--- src/soc_pkg.sv ---
// --------------------------------------
// Shared SoC definitions
// Wishbone request and response structs
// CSR bus struct and address fields
// Region codes, CSR bank, register map
// Filler word of unmapped regions
// --------------------------------------

`default_nettype none

package soc_pkg;

	// --------------------------------------
	// Wishbone bus
	// --------------------------------------

	typedef logic [31:0] wb_adr_t;
	typedef logic [31:0] wb_data_t;
	typedef logic [3:0]  wb_sel_t;

	// Master to slave
	typedef struct packed {
		wb_adr_t  adr;
		wb_data_t dat;
		wb_sel_t  sel;
		logic     we;
		logic     cyc;
		logic     stb;
	} wb_req_t;

	// Slave to master
	typedef struct packed {
		wb_data_t dat;
		logic     ack;
	} wb_rsp_t;

	// --------------------------------------
	// CSR bus
	// --------------------------------------

	// Bank in the top 4 bits, register index below
	typedef logic [13:0] csr_adr_t;

	// Bridge to bank
	typedef struct packed {
		csr_adr_t a;
		logic     we;
		wb_data_t dw;
	} csr_req_t;

	// Top three address bits select the region
	localparam logic [2:0] REGION_BRAM = 3'b001;
	localparam logic [2:0] REGION_CSR  = 3'b100;

	// Returned by the decoder for unmapped regions
	localparam wb_data_t FILLER_WORD = 32'hABADFACE;

	// System controller bank
	localparam logic [3:0] SYSCTL_BANK = 4'h1;

	// System controller register map
	localparam logic [9:0] REG_GPIO_IN       = 10'd0;
	localparam logic [9:0] REG_GPIO_OUT      = 10'd1;
	localparam logic [9:0] REG_TIMER_CTRL    = 10'd2;
	localparam logic [9:0] REG_TIMER_COMPARE = 10'd3;
	localparam logic [9:0] REG_TIMER_COUNTER = 10'd4;
	localparam logic [9:0] REG_SYSTEM_ID     = 10'd5;

endpackage

`default_nettype wire

--- src/sysctl_csr.sv ---
// --------------------------------------
// System controller CSR bank
// GPIO inputs and outputs
// One-shot timer with interrupt
// Read-only system ID
// --------------------------------------

`default_nettype none

module sysctl_csr #(
	parameter int          GPIO_IN_W  = 13,
	parameter int          GPIO_OUT_W = 14,
	parameter logic [31:0] SYSTEM_ID  = 32'h58343031
) (
	input  wire                    sys_clk,
	input  wire                    rst1,
	input  soc_pkg::csr_req_t      csr_i,
	output soc_pkg::wb_data_t      csr_rdata_o,
	input  wire  [GPIO_IN_W-1:0]   gpio_i,
	output logic [GPIO_OUT_W-1:0]  gpio_o,
	output logic                   timer_irq_o
);

	logic                   bank_sel;
	logic [9:0]             reg_idx;
	logic [GPIO_IN_W-1:0]   gpio_in_q;
	logic                   timer_en;
	soc_pkg::wb_data_t      timer_compare;
	soc_pkg::wb_data_t      timer_counter;

	// Bank match on the top CSR address bits
	assign bank_sel = (csr_i.a[13:10] == soc_pkg::SYSCTL_BANK);
	assign reg_idx  = csr_i.a[9:0];

	// --------------------------------------
	// GPIO
	// --------------------------------------

	// Single register stage on the switch and button inputs
	always_ff @(posedge sys_clk) begin
		if (!rst1) begin
			gpio_in_q <= '0;
		end else begin
			gpio_in_q <= gpio_i;
		end
	end

	// --------------------------------------
	// Timer and register writes
	// --------------------------------------

	always_ff @(posedge sys_clk) begin
		if (!rst1) begin
			gpio_o        <= '0;
			timer_en      <= 1'b0;
			timer_compare <= '0;
			timer_counter <= '0;
			timer_irq_o   <= 1'b0;
		end else begin
			timer_irq_o <= 1'b0;
			if (timer_en) begin
				// Match ends the count and fires the interrupt once
				if (timer_counter == timer_compare) begin
					timer_counter <= '0;
					timer_en      <= 1'b0;
					timer_irq_o   <= 1'b1;
				end else begin
					timer_counter <= timer_counter + 32'd1;
				end
			end
			// Bus writes take priority over the count
			if (bank_sel && csr_i.we) begin
				case (reg_idx)
					soc_pkg::REG_GPIO_OUT:      gpio_o <= csr_i.dw[GPIO_OUT_W-1:0];
					soc_pkg::REG_TIMER_CTRL:    timer_en <= csr_i.dw[0];
					soc_pkg::REG_TIMER_COMPARE: timer_compare <= csr_i.dw;
					soc_pkg::REG_TIMER_COUNTER: timer_counter <= csr_i.dw;
					default: ;
				endcase
			end
		end
	end

	// --------------------------------------
	// Read data
	// --------------------------------------

	// Zero outside this bank, so the OR tree stays clean
	always_comb begin
		csr_rdata_o = '0;
		if (bank_sel) begin
			case (reg_idx)
				soc_pkg::REG_GPIO_IN:       csr_rdata_o = 32'(gpio_in_q);
				soc_pkg::REG_GPIO_OUT:      csr_rdata_o = 32'(gpio_o);
				soc_pkg::REG_TIMER_CTRL:    csr_rdata_o = {31'd0, timer_en};
				soc_pkg::REG_TIMER_COMPARE: csr_rdata_o = timer_compare;
				soc_pkg::REG_TIMER_COUNTER: csr_rdata_o = timer_counter;
				soc_pkg::REG_SYSTEM_ID:     csr_rdata_o = SYSTEM_ID;
				default:                    csr_rdata_o = '0;
			endcase
		end
	end

endmodule

`default_nettype wire

--- config.mk ---
export PLATFORM = sky130hd
export DESIGN_NAME = sysctl_csr
export DESIGN_NICKNAME = d
export VERILOG_FILES = /design/src/soc_pkg.sv /design/src/sysctl_csr.sv
export SDC_FILE = /design/constraint.sdc
export NUM_CORES = 1
export LEC_CHECK = 0
export BUFFER_PORTS_ARGS = -buffer_cell sky130_fd_sc_hd__buf_2
export CAP_MARGIN = 20
export CELL_PAD_IN_SITES_DETAIL_PLACEMENT = 1
export CELL_PAD_IN_SITES_GLOBAL_PLACEMENT = 1
export CORE_MARGIN = 5
export CORE_UTILIZATION = 41
export DETAILED_ROUTE_END_ITERATION = 10
export PLACE_DENSITY = 0.9
export RECOVER_POWER = 100
export SETUP_SLACK_MARGIN = 0.2
export SLEW_MARGIN = 5
export SYNTH_ARGS = -nofsm -noshare
export SYNTH_HDL_FRONTEND = slang
export SYNTH_SLANG_ARGS = --single-unit
--- constraint.sdc ---
create_clock -name sys_clk -period 2.4 [get_ports sys_clk]
set_input_delay 0.24 -clock sys_clk [delete_from_list [all_inputs] [get_ports sys_clk]]
set_output_delay 0.24 -clock sys_clk [all_outputs]
set_load 0.1 [all_outputs]
## Word-level counts from Yosys, hierarchy flattened

Index checks and enable logic that the tools add are counted.
Widths: inputs -> output; s select.

| word-level totals | value |
|---|---|
| register bits | 93 |
| bits in latches | 0 |
| bits in writable memories | 0 |
| bits in read-only memories | 0 |
| bits of input ports | 62 |
| output and inout bits | 47 |
| memories kept | 0 |

| cells by class | value |
|---|---|
| add/subtract/negate cells | 1 |
| multipliers | 0 |
| div/mod/pow operators | 0 |
| order comparisons | 0 |
| equality and inequality tests | 7 |
| shift-type cells | 0 |
| multiplexer cells | 11 |
| bitwise operators | 0 |
| reduce and logical (&&, ||, !) cells | 5 |

Operators with widths:

| cell | number |
|---|---|
| $pmux 32 s6 | 1 |
| $mux 32 | 5 |
| $add 32x1->32 const B | 1 |
| $eq 32x32->1 | 1 |
| $eq 10x2->1 const B | 2 |
| $eq 10x3->1 const B | 2 |
| $eq 10x1->1 const B | 1 |
| $logic_not 10->1 | 1 |
| $reduce_and 2->1 | 3 |
| $mux 1 | 5 |
| $eq 4x1->1 const B | 1 |
| $logic_and 1x1->1 | 1 |

## Logic depth before layout (Yosys ltp)

Gate-level depths: netlist (run 1).

| depth | value |
|---|---|
| word-level depth | 5 |
| depth in mapped cells | 10 |

## Least setup slack after synthesis (run 1)

OpenSTA, ideal clock, no wires.

| path | value |
|---|---|
| path kind | register to output |
| start | register gpio_o[0] |
| end | output csr_rdata_o[0] |
| arrival | 3.550 ns |
| required time | 2.160 ns |
| path slack | -1.390 ns |
| stages on the path, launching flop included | 4 |
| path buffers | 0 |
| path through | dfxtp_1 mux4_2 nand2_1 a21boi_0 |

| between the ends | value |
|---|---|
| cells in the longest elaborated chain, start to end | 2 |

RTL lines:

| what | line | text |
|---|---|---|
| start: declaration | sysctl_csr.sv:20 | `output logic [GPIO_OUT_W-1:0] gpio_o,` |
| start signal: assignment | sysctl_csr.sv:74 | `soc_pkg::REG_GPIO_OUT: gpio_o <= csr_i.dw[GPIO_OUT_W-1:0];` |
| $pmux 32 s6 | sysctl_csr.sv:92 | `case (reg_idx)` |
| $mux 32 | sysctl_csr.sv:91 | `if (bank_sel) begin` |
| end: declaration | sysctl_csr.sv:18 | `output soc_pkg::wb_data_t csr_rdata_o,` |

Every way passes these cells.

## Worst setup path after layout (run 1)

| path | value |
|---|---|
| start | register timer_compare[13] |
| end | register timer_counter[5] |

| between the ends | value |
|---|---|
| cells in the longest elaborated chain, start to end | 5 |

RTL lines:

| what | line | text |
|---|---|---|
| start: declaration | sysctl_csr.sv:28 | `soc_pkg::wb_data_t timer_compare;` |
| start signal: assignment | sysctl_csr.sv:76 | `soc_pkg::REG_TIMER_COMPARE: timer_compare <= csr_i.dw;` |
| $eq 32x32->1 (*) | sysctl_csr.sv:63 | `if (timer_counter == timer_compare) begin` |
| $mux 32 (*) | sysctl_csr.sv:63 |  |
| $mux 32 (*) | sysctl_csr.sv:61 | `if (timer_en) begin` |
| $mux 32 | sysctl_csr.sv:73 | `case (reg_idx)` |
| $mux 32 (*) | sysctl_csr.sv:72 | `if (bank_sel && csr_i.we) begin` |
| end signal: assignment | sysctl_csr.sv:68 | `timer_counter <= timer_counter + 32'd1;` |
| end signal: assignment | sysctl_csr.sv:77 | `soc_pkg::REG_TIMER_COUNTER: timer_counter <= csr_i.dw;` |
| end: declaration | sysctl_csr.sv:29 | `soc_pkg::wb_data_t timer_counter;` |

Every way passes the cells marked *; elsewhere a longest branch is shown, timed or not.
A chain may end at the register's enable or synchronous reset.

==> results of run 1 <==
==> timing repair <==
item	4_1_cts	5_1_grt
endpoints found under the setup margin	64	56
buffers inserted	2	9
resized for setup	28	35
gates cloned	2	1
pin swaps	3	12
==> power by group through the flow <==
stage          logic [mW]  clock network [mW]  registers [mW]
3_3_place_gp        0.140                   0            1.59
2_1_floorplan      0.0580                   0            1.59
6_report            0.161                1.47            1.55
4_1_cts             0.152                1.48            1.56
5_1_grt             0.171                1.54            1.55
3_5_place_dp        0.150                   0            1.59
==> sequential cells by signal (all words and copies together), names as in the netlist <==
name,count
gpio_o,14
timer_irq_o,1
timer_en,1
gpio_in_q,13
timer_counter,32
timer_compare,32
==> worst min path at each step <==
stage | from | to | slack, ns | cells past startpoint
final | gpio_i[2] | gpio_in_q[2] | 0.09 | 2
after global routing | gpio_i[2] | gpio_in_q[2] | 0.10 | 2
after CTS | gpio_i[6] | gpio_in_q[6] | 0.09 | 2
after detailed placement | gpio_i[6] | gpio_in_q[6] | 0.45 | 2
after global placement | gpio_i[10] | gpio_in_q[10] | 0.45 | 2
after floorplan | gpio_i[0] | gpio_in_q[0] | 0.37 | 1
==> final cells by class <==
cell class / count / area [sq um] / area share
inverter: 7 / 26.3 / 0.00348
multi-input combinational: 508 / 3770 / 0.498
clock inverter: 7 / 73.8 / 0.00976
timing repair buffer: 172 / 1350 / 0.179
sequential: 93 / 1900 / 0.251
tap: 176 / 220 / 0.0291
clock buffer: 9 / 225 / 0.0298
==> metal layers <==
metal | part of all wire | track usage
met1 | 0.39 | 0.335
met2 | 0.52 | 0.488
met3 | 0.067 | 0.0609
met4 | 0.027 | 0.117
met5 | 0 | 0
==> per-stage QoR <==
stage	util	TNS [ns]	hold slack (ns)
final	0.578	0	0.0935
after global routing	0.578	0	0.103
after CTS	0.585	0	0.0888
after detailed placement	0.552	-0.262	0.451
after global placement	0.552	0	0.451
after floorplan	-	0	0.367
==> worst register-to-register path, stage by stage (launching register included) <==
cell and delay (ns):
dfxtp_1 0.35, xor2_1 0.19, nor4_2 0.31, buf_4 0.16
nand4_1 0.14, or2_1 0.44, clkbuf_1 0.24, a21oi_1 0.19
o31ai_1 0.13
==> synthesized netlist by cell type (3+ instances only) <==
master | number | area, sq um
a41oi_1 | 3 | 26.3
o21a_1 | 5 | 37.5
dfxtp_1 | 93 | 1860
and2_1 | 20 | 125
or4_1 | 3 | 22.5
a21boi_0 | 20 | 150
o41a_1 | 4 | 45.0
o221a_2 | 4 | 45.0
o21ai_1 | 4 | 20.0
nor2b_1 | 35 | 219
clkbuf_1 | 51 | 191
nand2_1 | 62 | 233
a22oi_1 | 30 | 225
nand3_1 | 19 | 95.1
nor3_1 | 13 | 65.1
inv_1 | 6 | 22.5
and3_1 | 7 | 43.8
and4_1 | 3 | 26.3
mux2i_1 | 32 | 320
o31ai_1 | 7 | 52.6
nor2_1 | 24 | 90.1
nand4_1 | 15 | 93.8
or3_1 | 9 | 56.3
a21oi_1 | 56 | 280
nor4_1 | 14 | 87.6
xor2_1 | 32 | 280
buf_4 | 7 | 52.6
o21ai_0 | 51 | 255
buf_2 | 7 | 35.0
o41ai_1 | 3 | 26.3
a311oi_1 | 3 | 26.3
==> kinds of logic (layout without fill, tap and decap cells) <==
family,after synthesis,count (layout)
xor gates and xnor gates,32,32
AOI/OAI and AO/OA,203,204
buffers and inverters,74,195
and+or+nand+nor,238,238
adders and majority gates,1,1
muxes,33,33
DFF,93,93
==> results.md, run 1 <==
- The run finished with clean final reports.
- Together, buffers and inverters on the worst path number 2.
- The floorplan step set the die height to about 120 um.
- The area of the core is about 0.013 sq mm.
- The tightest slew margin relative to the limit is 0.0380.
- The xor/xnor share of the synthesized area is 0.0518.
- The overall fraction of global-route tracks in use is 0.281.
- After clock tree synthesis, the clock-pin slew on the worst setup and hold paths is ~0.070 ns.
- Measured in cells, the most critical reg-to-reg path has a length of 8.
- Fill cells in the final layout number 1525.
- The share of total power dissipated in combinational logic is 0.051.
- The critical path is of the reg2reg type.
- Along the worst path, the maximum fanout reaches 8.
- The fraction of power consumed by the clock network is 0.461.
- The ratio of final minimum period to clock period is 0.957.
- The number of antenna violations at the first check in global routing was 0.
- The critical path ends at timer_counter[5].
- For this run, the top clock speed supported by timing is 435 MHz.
- The cts-stage hold buffer count is 0.
- In the synthesized netlist the async set-or-reset flop fraction comes to 0.
- The count of warnings emitted by yosys is 0.
- The worst register-to-register path ends at timer_counter[5].
- Walking the worst path, the cells encountered are xor2_1 > nor4_2 > buf_4 > nand4_1 > or2_1 > clkbuf_1 > a21oi_1 > o31ai_1.
- For this configuration, the core starts out at a cell density of 0.414.
- The count of buffers added on input and output ports is about 110.
- For the finished layout, the period the worst path requires is about 2.3 ns.
- Of the total power, the share spent switching nets is 0.238.
- The worst min-delay path category is in2reg.
- TritonCTS built the clock tree.
- The number of top-level pins is around 110.
- The flip-flop and latch count after synthesis is 93.
- The share of the Yosys chip area taken by registers is 0.344.
- The complex-gate fraction of the synthesized area was 0.239.
- For this run, design rule violations remaining after detail routing come to 0.
- The layout cell share with drive strength beyond 1 is 0.322.
- The final max-slew violation count came to 0.
- Summing every instance area after synthesis gives between 0.005 and 0.006 sq mm.
- The pre-CTS setup slack is -0.0622 ns.
- The logic depth of the worst setup path including buffers is 8.
- By area, the combinational part of the netlist is dominated by simple AND/OR/NAND/NOR gates.
- The total power per unit cell area is 421 mW/mm^2.
- The biggest cell delay along the critical path is 0.44 ns.
- The total die area is 0.0156 sq mm.
- The internal portion of the total power is approximately 2.4 mW.
- The count of inserted antenna diode cells is 0.
- The number of clock sinks is just over 90.
- Among all stages on the critical path, the largest delay is contributed by or2_1.
- The x dimension of the die is between 100 and 150 um.
- The number of nets in the final layout is 854.
- The vias after detailed routing is approximately 6000.
- The number of placed cells counting well taps is roughly 940.
- The worst setup path is launched from a flop.
- The mux cell area share after synthesis is 0.0634.
- The first global-routing pass estimated 35.1 mm of wire.
- The largest buffer count on any clock path is 2.
- Entering global routing, the biggest net connects 38 pins.
- After global routing the overflow that remains totals 0.
- The cell count after synthesis came out at between 600 and 700.
- The number of antenna-violating nets in the routed design is 0.
- The synthesized-area fraction occupied by adder cells is 0.00231.
- The number of maximum-capacitance constraint violations is 0.
- In the final routed layout, each cell accounts on average for between 20 and 25 um.
- The non-filler instance count after layout is ~970.
- The arrival time of the worst setup path is ~2.5 ns.
- The share of total power dissipated in sequential elements is 0.488.
- The library cell used most frequently in the layout, excluding fill and tap cells, is dfxtp_1.
- The clock reaches the later pin of the worst-skew pair after between 0.3 and 0.4 ns.
- Clock tree synthesis inserted a total of 9 buffers.
- The startpoint of the worst-slack reg-to-reg timing path is timer_compare[13].
- The library cells used most frequently in the layout, excluding fill and tap cells, are 76 x dfxtp_1, 58 x buf_2, 57 x nand2_1.
- The worst-case clock skew is about 0.010 ns.
- The main flop type after synthesis is dfxtp_1.
- After legalization and detailed placement, the total HPWL measured between 15 and 20 mm.
- Setup repair after global routing could not meet its margin everywhere.
- The total of endpoints with negative setup slack in the final report is 0.
- The post-synthesis area per instance is 8.03 sq um.
- After floorplanning, the core was divided into 42 placement rows.
- The total power after layout is between 3 and 4 mW.
- At the pin with the least slew margin, the transition time is between 1 and 1.5 ns.
- The global placement routability congestion is around 0.89.
- For this design the total switching power over the nets is 0.757 mW.
- The level count of the clock H-tree is 3.
- The final layout contains routed wiring with a total length of 23.6 mm.
- The via count of the first global-routing pass is 6230.
- The family with the most delay on the worst path is simple AND/OR/NAND/NOR gates.
- The number of nets handed over by synthesis was around 740.
- In this run the worst setup path begins at timer_compare[13].
- Dividing the detail-routed via count by the number of cells gives 6.15.
- For this design the static power due to leakage is between 2 and 3 nW.
- The area added between synthesis and finish is 39.7%.
- The worst path setup slack after routing is roughly 0.10 ns.
- The finished cells cover between 0.007 and 0.008 sq mm.
- CTS placed an instance of clkbuf_16 at the clock tree root.
- The number of enable-type register cells in the synthesized netlist is 0.
- The number of detailed-route iterations in the first pass is 5.
- The register-to-register setup slack is ~0.10 ns.
- For this block, the initial DRC count from the detailed router was ~480.
- The post-synthesis simple-gate area fraction is 0.240.
- The synthesized netlist contains 55 unique library cells.
- The post-place instance area is 0.00723 sq mm.
- The capturing element type of the critical path is a flop.
- The data required time of the worst path is between 2 and 3 ns.
- The number of failing hold endpoints at the final stage was 0.
- Across the VDD grid, the largest voltage drop is between 0.3 and 0.4 mV.
Note: power is estimated with default switching activity, not from simulation.
==> inputs of run 2 (changes only) <==
Settings changed: ABC_AREA set to 1, CORE_UTILIZATION 41 to 39.
==> run 2 against run 1 <==
Non-clock buffer count shrank 43. Largest cell class unchanged. Critical path type is now in2out. Sequential share of layout area grew 1.0 points. Critical path depth grew 2. Flip-flop and latch count is the same. Global-route usage shrank 3.7 points. Largest power group is now clock.
==> results.md, run 2 <==
- The die height is 131 um (+4.6%).
- The layout cell share with drive strength beyond 1 is 0.177 (-0.145).
- The remaining global-route overflow is 0 (unchanged).
- The path type of the worst setup path is in2out.
- The CTS tree is built.
- The synthesized cell area is 0.00568 sq mm (+4.9%).
- The gate count of the mapped netlist was 915 (+36%).
- From synthesis to final layout, the design area changed by 25.8%.
- In the layout the commonest cells are 210 x nand2_1, 124 x nor2_1, 93 x dfxtp_1.
- The type of origin of the critical path is a primary input.
- The largest registers in the layout are timer_compare (32), timer_counter (32), gpio_o (14).
- The flow ran to the end, and the final reports show no timing, DRC or antenna violations.
- The startpoint identified for the worst hold timing path is gpio_i[8].
- The share of synthesized area occupied by flip-flops and latches is 0.328 (-0.0160).
- The total of endpoints with negative setup slack in the final report is 0 (unchanged).
- The vias after detailed routing is 6301 (+5.4%).
- The worst min-delay path category is in2reg.
- The biggest area contributor in the post-synthesis netlist is dfxtp_1.
- The number of antenna violations at the first check in global routing is 0 (unchanged).
- The post-synthesis area per instance is 6.20 sq um (-23%).
- The via count of the first global-routing pass is 6449 (+3.5%).
- The number of placed cells counting well taps is 1167 (+24%).
- The count of input and output buffers is 108 (unchanged).
- The arrival time of the worst setup path was 1.95 ns (-0.56 ns).
- The wire length of the first global-routing pass is 32.8 mm (-6.7%).
- The register-to-register setup slack came to 0.36 ns (+0.26 ns).
- The share of synthesized flip-flops with an asynchronous set or reset is 0 (unchanged).
- The via count normalized by instance count is 5.31 (-14%).
- The number of detailed-route iterations in the first pass is 4 (-1).
- Leaving out fill and tap cells, the most frequent cell in the layout is nand2_1.
- The maximum fanout along the worst path is 7 (-1).
- The worst-case clock skew is 0.0118 ns (+0.00186 ns).
- Setup repair after global routing left no endpoint under its margin.
- The pre-CTS setup slack is 0.118 ns (+0.181 ns).
- The most critical setup path has its startpoint at csr_i[38].
- The final max-slew violation count is 0 (unchanged).
- By instance count, the leading cell after synthesis is nand2_1.
- The ratio of final minimum period to clock period is 0.912 (-0.0454).
- The total CTS buffers is 9 (unchanged).
- The final routed wirelength across all metal layers came to 20.7 mm (-12%).
- The total power per unit cell area is 463 mW/mm^2 (+9.9%).
- The count of warnings emitted by yosys is 0 (unchanged).
- The post-route DRC violation count came to 0 (unchanged).
- The number of antenna-violating nets in the routed design came to 0 (unchanged).
- The number of enable-type register cells in the synthesized netlist is 0 (unchanged).
- The number of clock sinks is 93 (unchanged).
- The data required time of the worst path is 2.16 ns (-0.46 ns).
- The global placement routability congestion is 0.889 (-0.12%).
- The tightest slew margin relative to the limit is 0.0372 (-0.000723).
- The clock period minus worst slack came to 2.19 ns (-0.109 ns).
- The count of inserted antenna diode cells is 0 (unchanged).
- The number of top-level pins is 109 (unchanged).
- The site row count is 44 (+4.8%).
- The largest buffer count on any clock path is 2 (unchanged).
- The non-filler instance count after layout is 1186 (+22%).
- The area of the core was 0.0144 sq mm (+10%).
- The clock tree root buffer cell is clkbuf_16.
- The clock latency at the later pin of the worst-skew pair is 0.36 ns (about the same).
- STA classifies the critical path endpoint as an output port.
- The violation count after the first detailed-route iteration is 359 (-25%).
- After synthesis, the cell types taking the most area are dfxtp_1 33%, nand2_1 14%, a21oi_1 9.2%, nor2_1 9.1%, o21ai_0 7.5%.
- The final-layout setup total negative slack is 0 ns (unchanged).
- In the synthesized netlist the dominant register cell turns out to be dfxtp_1.
- The number of failing hold endpoints at the final stage was 0 (unchanged).
- The largest vdd supply drop was 0.273 mV (-25%).
- The worst-margin pin slew is 1.44 ns (-0.000505 ns).
- The total die area came to 0.0171 sq mm (+9.4%).
- The worst path setup slack after routing is 0.211 ns (+0.109 ns).
- The level count of the clock H-tree was 3 (unchanged).
- By count the netlist is led by 212 x nand2_1, 137 x nor2_1, 104 x a21oi_1, 93 x dfxtp_1, 88 x inv_1.
- The pin count of the biggest net entering global routing was 45 (+18%).
- The count of unique library cells instantiated by Yosys was 32 (-42%).
- The flip-flop and latch count after synthesis is 93 (unchanged).
- The maximum clock rate came to 457 MHz (+5.0%).
- The total of fill cells in the finished design is 1939 (+27%).
- The x dimension of the die was 131 um (+4.6%).
- The startpoint identified for the worst register-to-register timing path is timer_counter[11].
- The average detailed-routed wire length per instance is 17.5 um (-28%).
- The static power due to leakage is 2.95 nW (+12%).
- The overall fraction of global-route tracks in use is 0.244 (-0.0370).
- The starting utilization of the core area is 0.393 (-0.0201).
- The number of nets in the final layout is 1060 (+24%).
- The top-area cell type share of the netlist area is 0.328 (-0.0160).
- The number of maximum-capacitance constraint violations is 0 (unchanged).
- The register clock-pin slew on the reported worst setup and hold paths is 0.07 ns (about the same).
- The placed wire-length estimate after detailed placement is 14.6 mm (-9.2%).
- The total nets after synthesis is 978 (+33%).
## run 2: per-stage QoR
stage | util | power (mW) | instance area (sq um) | hold slack (ns)
after floorplan | - | 1.65 | 5800 | 0.338
after global routing | 0.495 | 3.41 | 7140 | 0.0554
after CTS | 0.505 | 3.30 | 7290 | 0.0554
after global placement | 0.481 | 1.73 | 6940 | 0.424
after detailed placement | 0.481 | 1.74 | 6940 | 0.426
final | 0.495 | 3.30 | 7140 | 0.0576
## run 2: logic make-up (layout without fill, tap and decap cells)
family                   after synthesis  after routing  synth area share
flip-flops                            93             93             0.328
AND/OR/NAND/NOR                      418            418             0.304
buffers and inverters                153            240             0.113
XOR/XNOR                              45             45            0.0694
adder cells (fa/ha/maj)                1              1           0.00220
AO/OA/AOI/OAI                        205            205             0.184
## run 2: worst max-delay path, cell delays in order
cell and delay, ns:
buf_2 0.10, nor2_1 0.12, nand2_2 0.11, nor3_2 0.25
nand2_4 0.15, nand2_1 0.15, o21ai_4 0.16, buf_4 0.22
nor2_2 0.11, clkbuf_4 0.33
## run 2: final timing paths
path | endpoint | cells past startpoint
min | gpio_in_q[8] | 3
min reg2reg | gpio_o[11] | 2
max | csr_rdata_o[6] | 10
max reg2reg | timer_counter[16] | 10
## run 2: power breakdown
part | total (mW) | switching (mW) | leakage [nW] | internal (mW)
Clock | 1.60 | 0.645 | 0.159 | 0.952
Sequential | 1.56 | 0.00332 | 0.752 | 1.55
Combinational | 0.148 | 0.0906 | 2.04 | 0.0576
## run 2: cell type report
class | count | area [sq um] | area share
Clock buffer | 12 | 246 | 0.0345
Clock inverter | 4 | 80.1 | 0.0112
Inverter | 94 | 357 | 0.0500
Multi-Input combinational cell | 669 | 3320 | 0.465
Sequential cell | 93 | 1860 | 0.261
Tap cell | 184 | 230 | 0.0323
Timing Repair Buffer | 129 | 1040 | 0.145
Timing Repair inverter | 1 | 5.00 | 0.000701
## run 2: repair_timing
action,4_1_cts,5_1_grt
gates resized for setup,3,11
endpoints found under the setup margin,24,37
gates cloned,0,1
pin swaps,1,1
setup buffers,2,0
hold buffers,0,0
## run 2: routing by layer
| layer | wire length [um] | vias up | track usage | share of wire |
|---|---|---|---|---|
| met3 | 1130 | 39 | 0.0394 | 0.055 |
| met4 | 558 | 0 | 0.0992 | 0.027 |
| li1 | - | 3063 | - | - |
| met5 | 0 | - | 0 | 0 |
| met2 | 10100 | 172 | 0.414 | 0.49 |
| met1 | 8900 | 3027 | 0.309 | 0.43 |
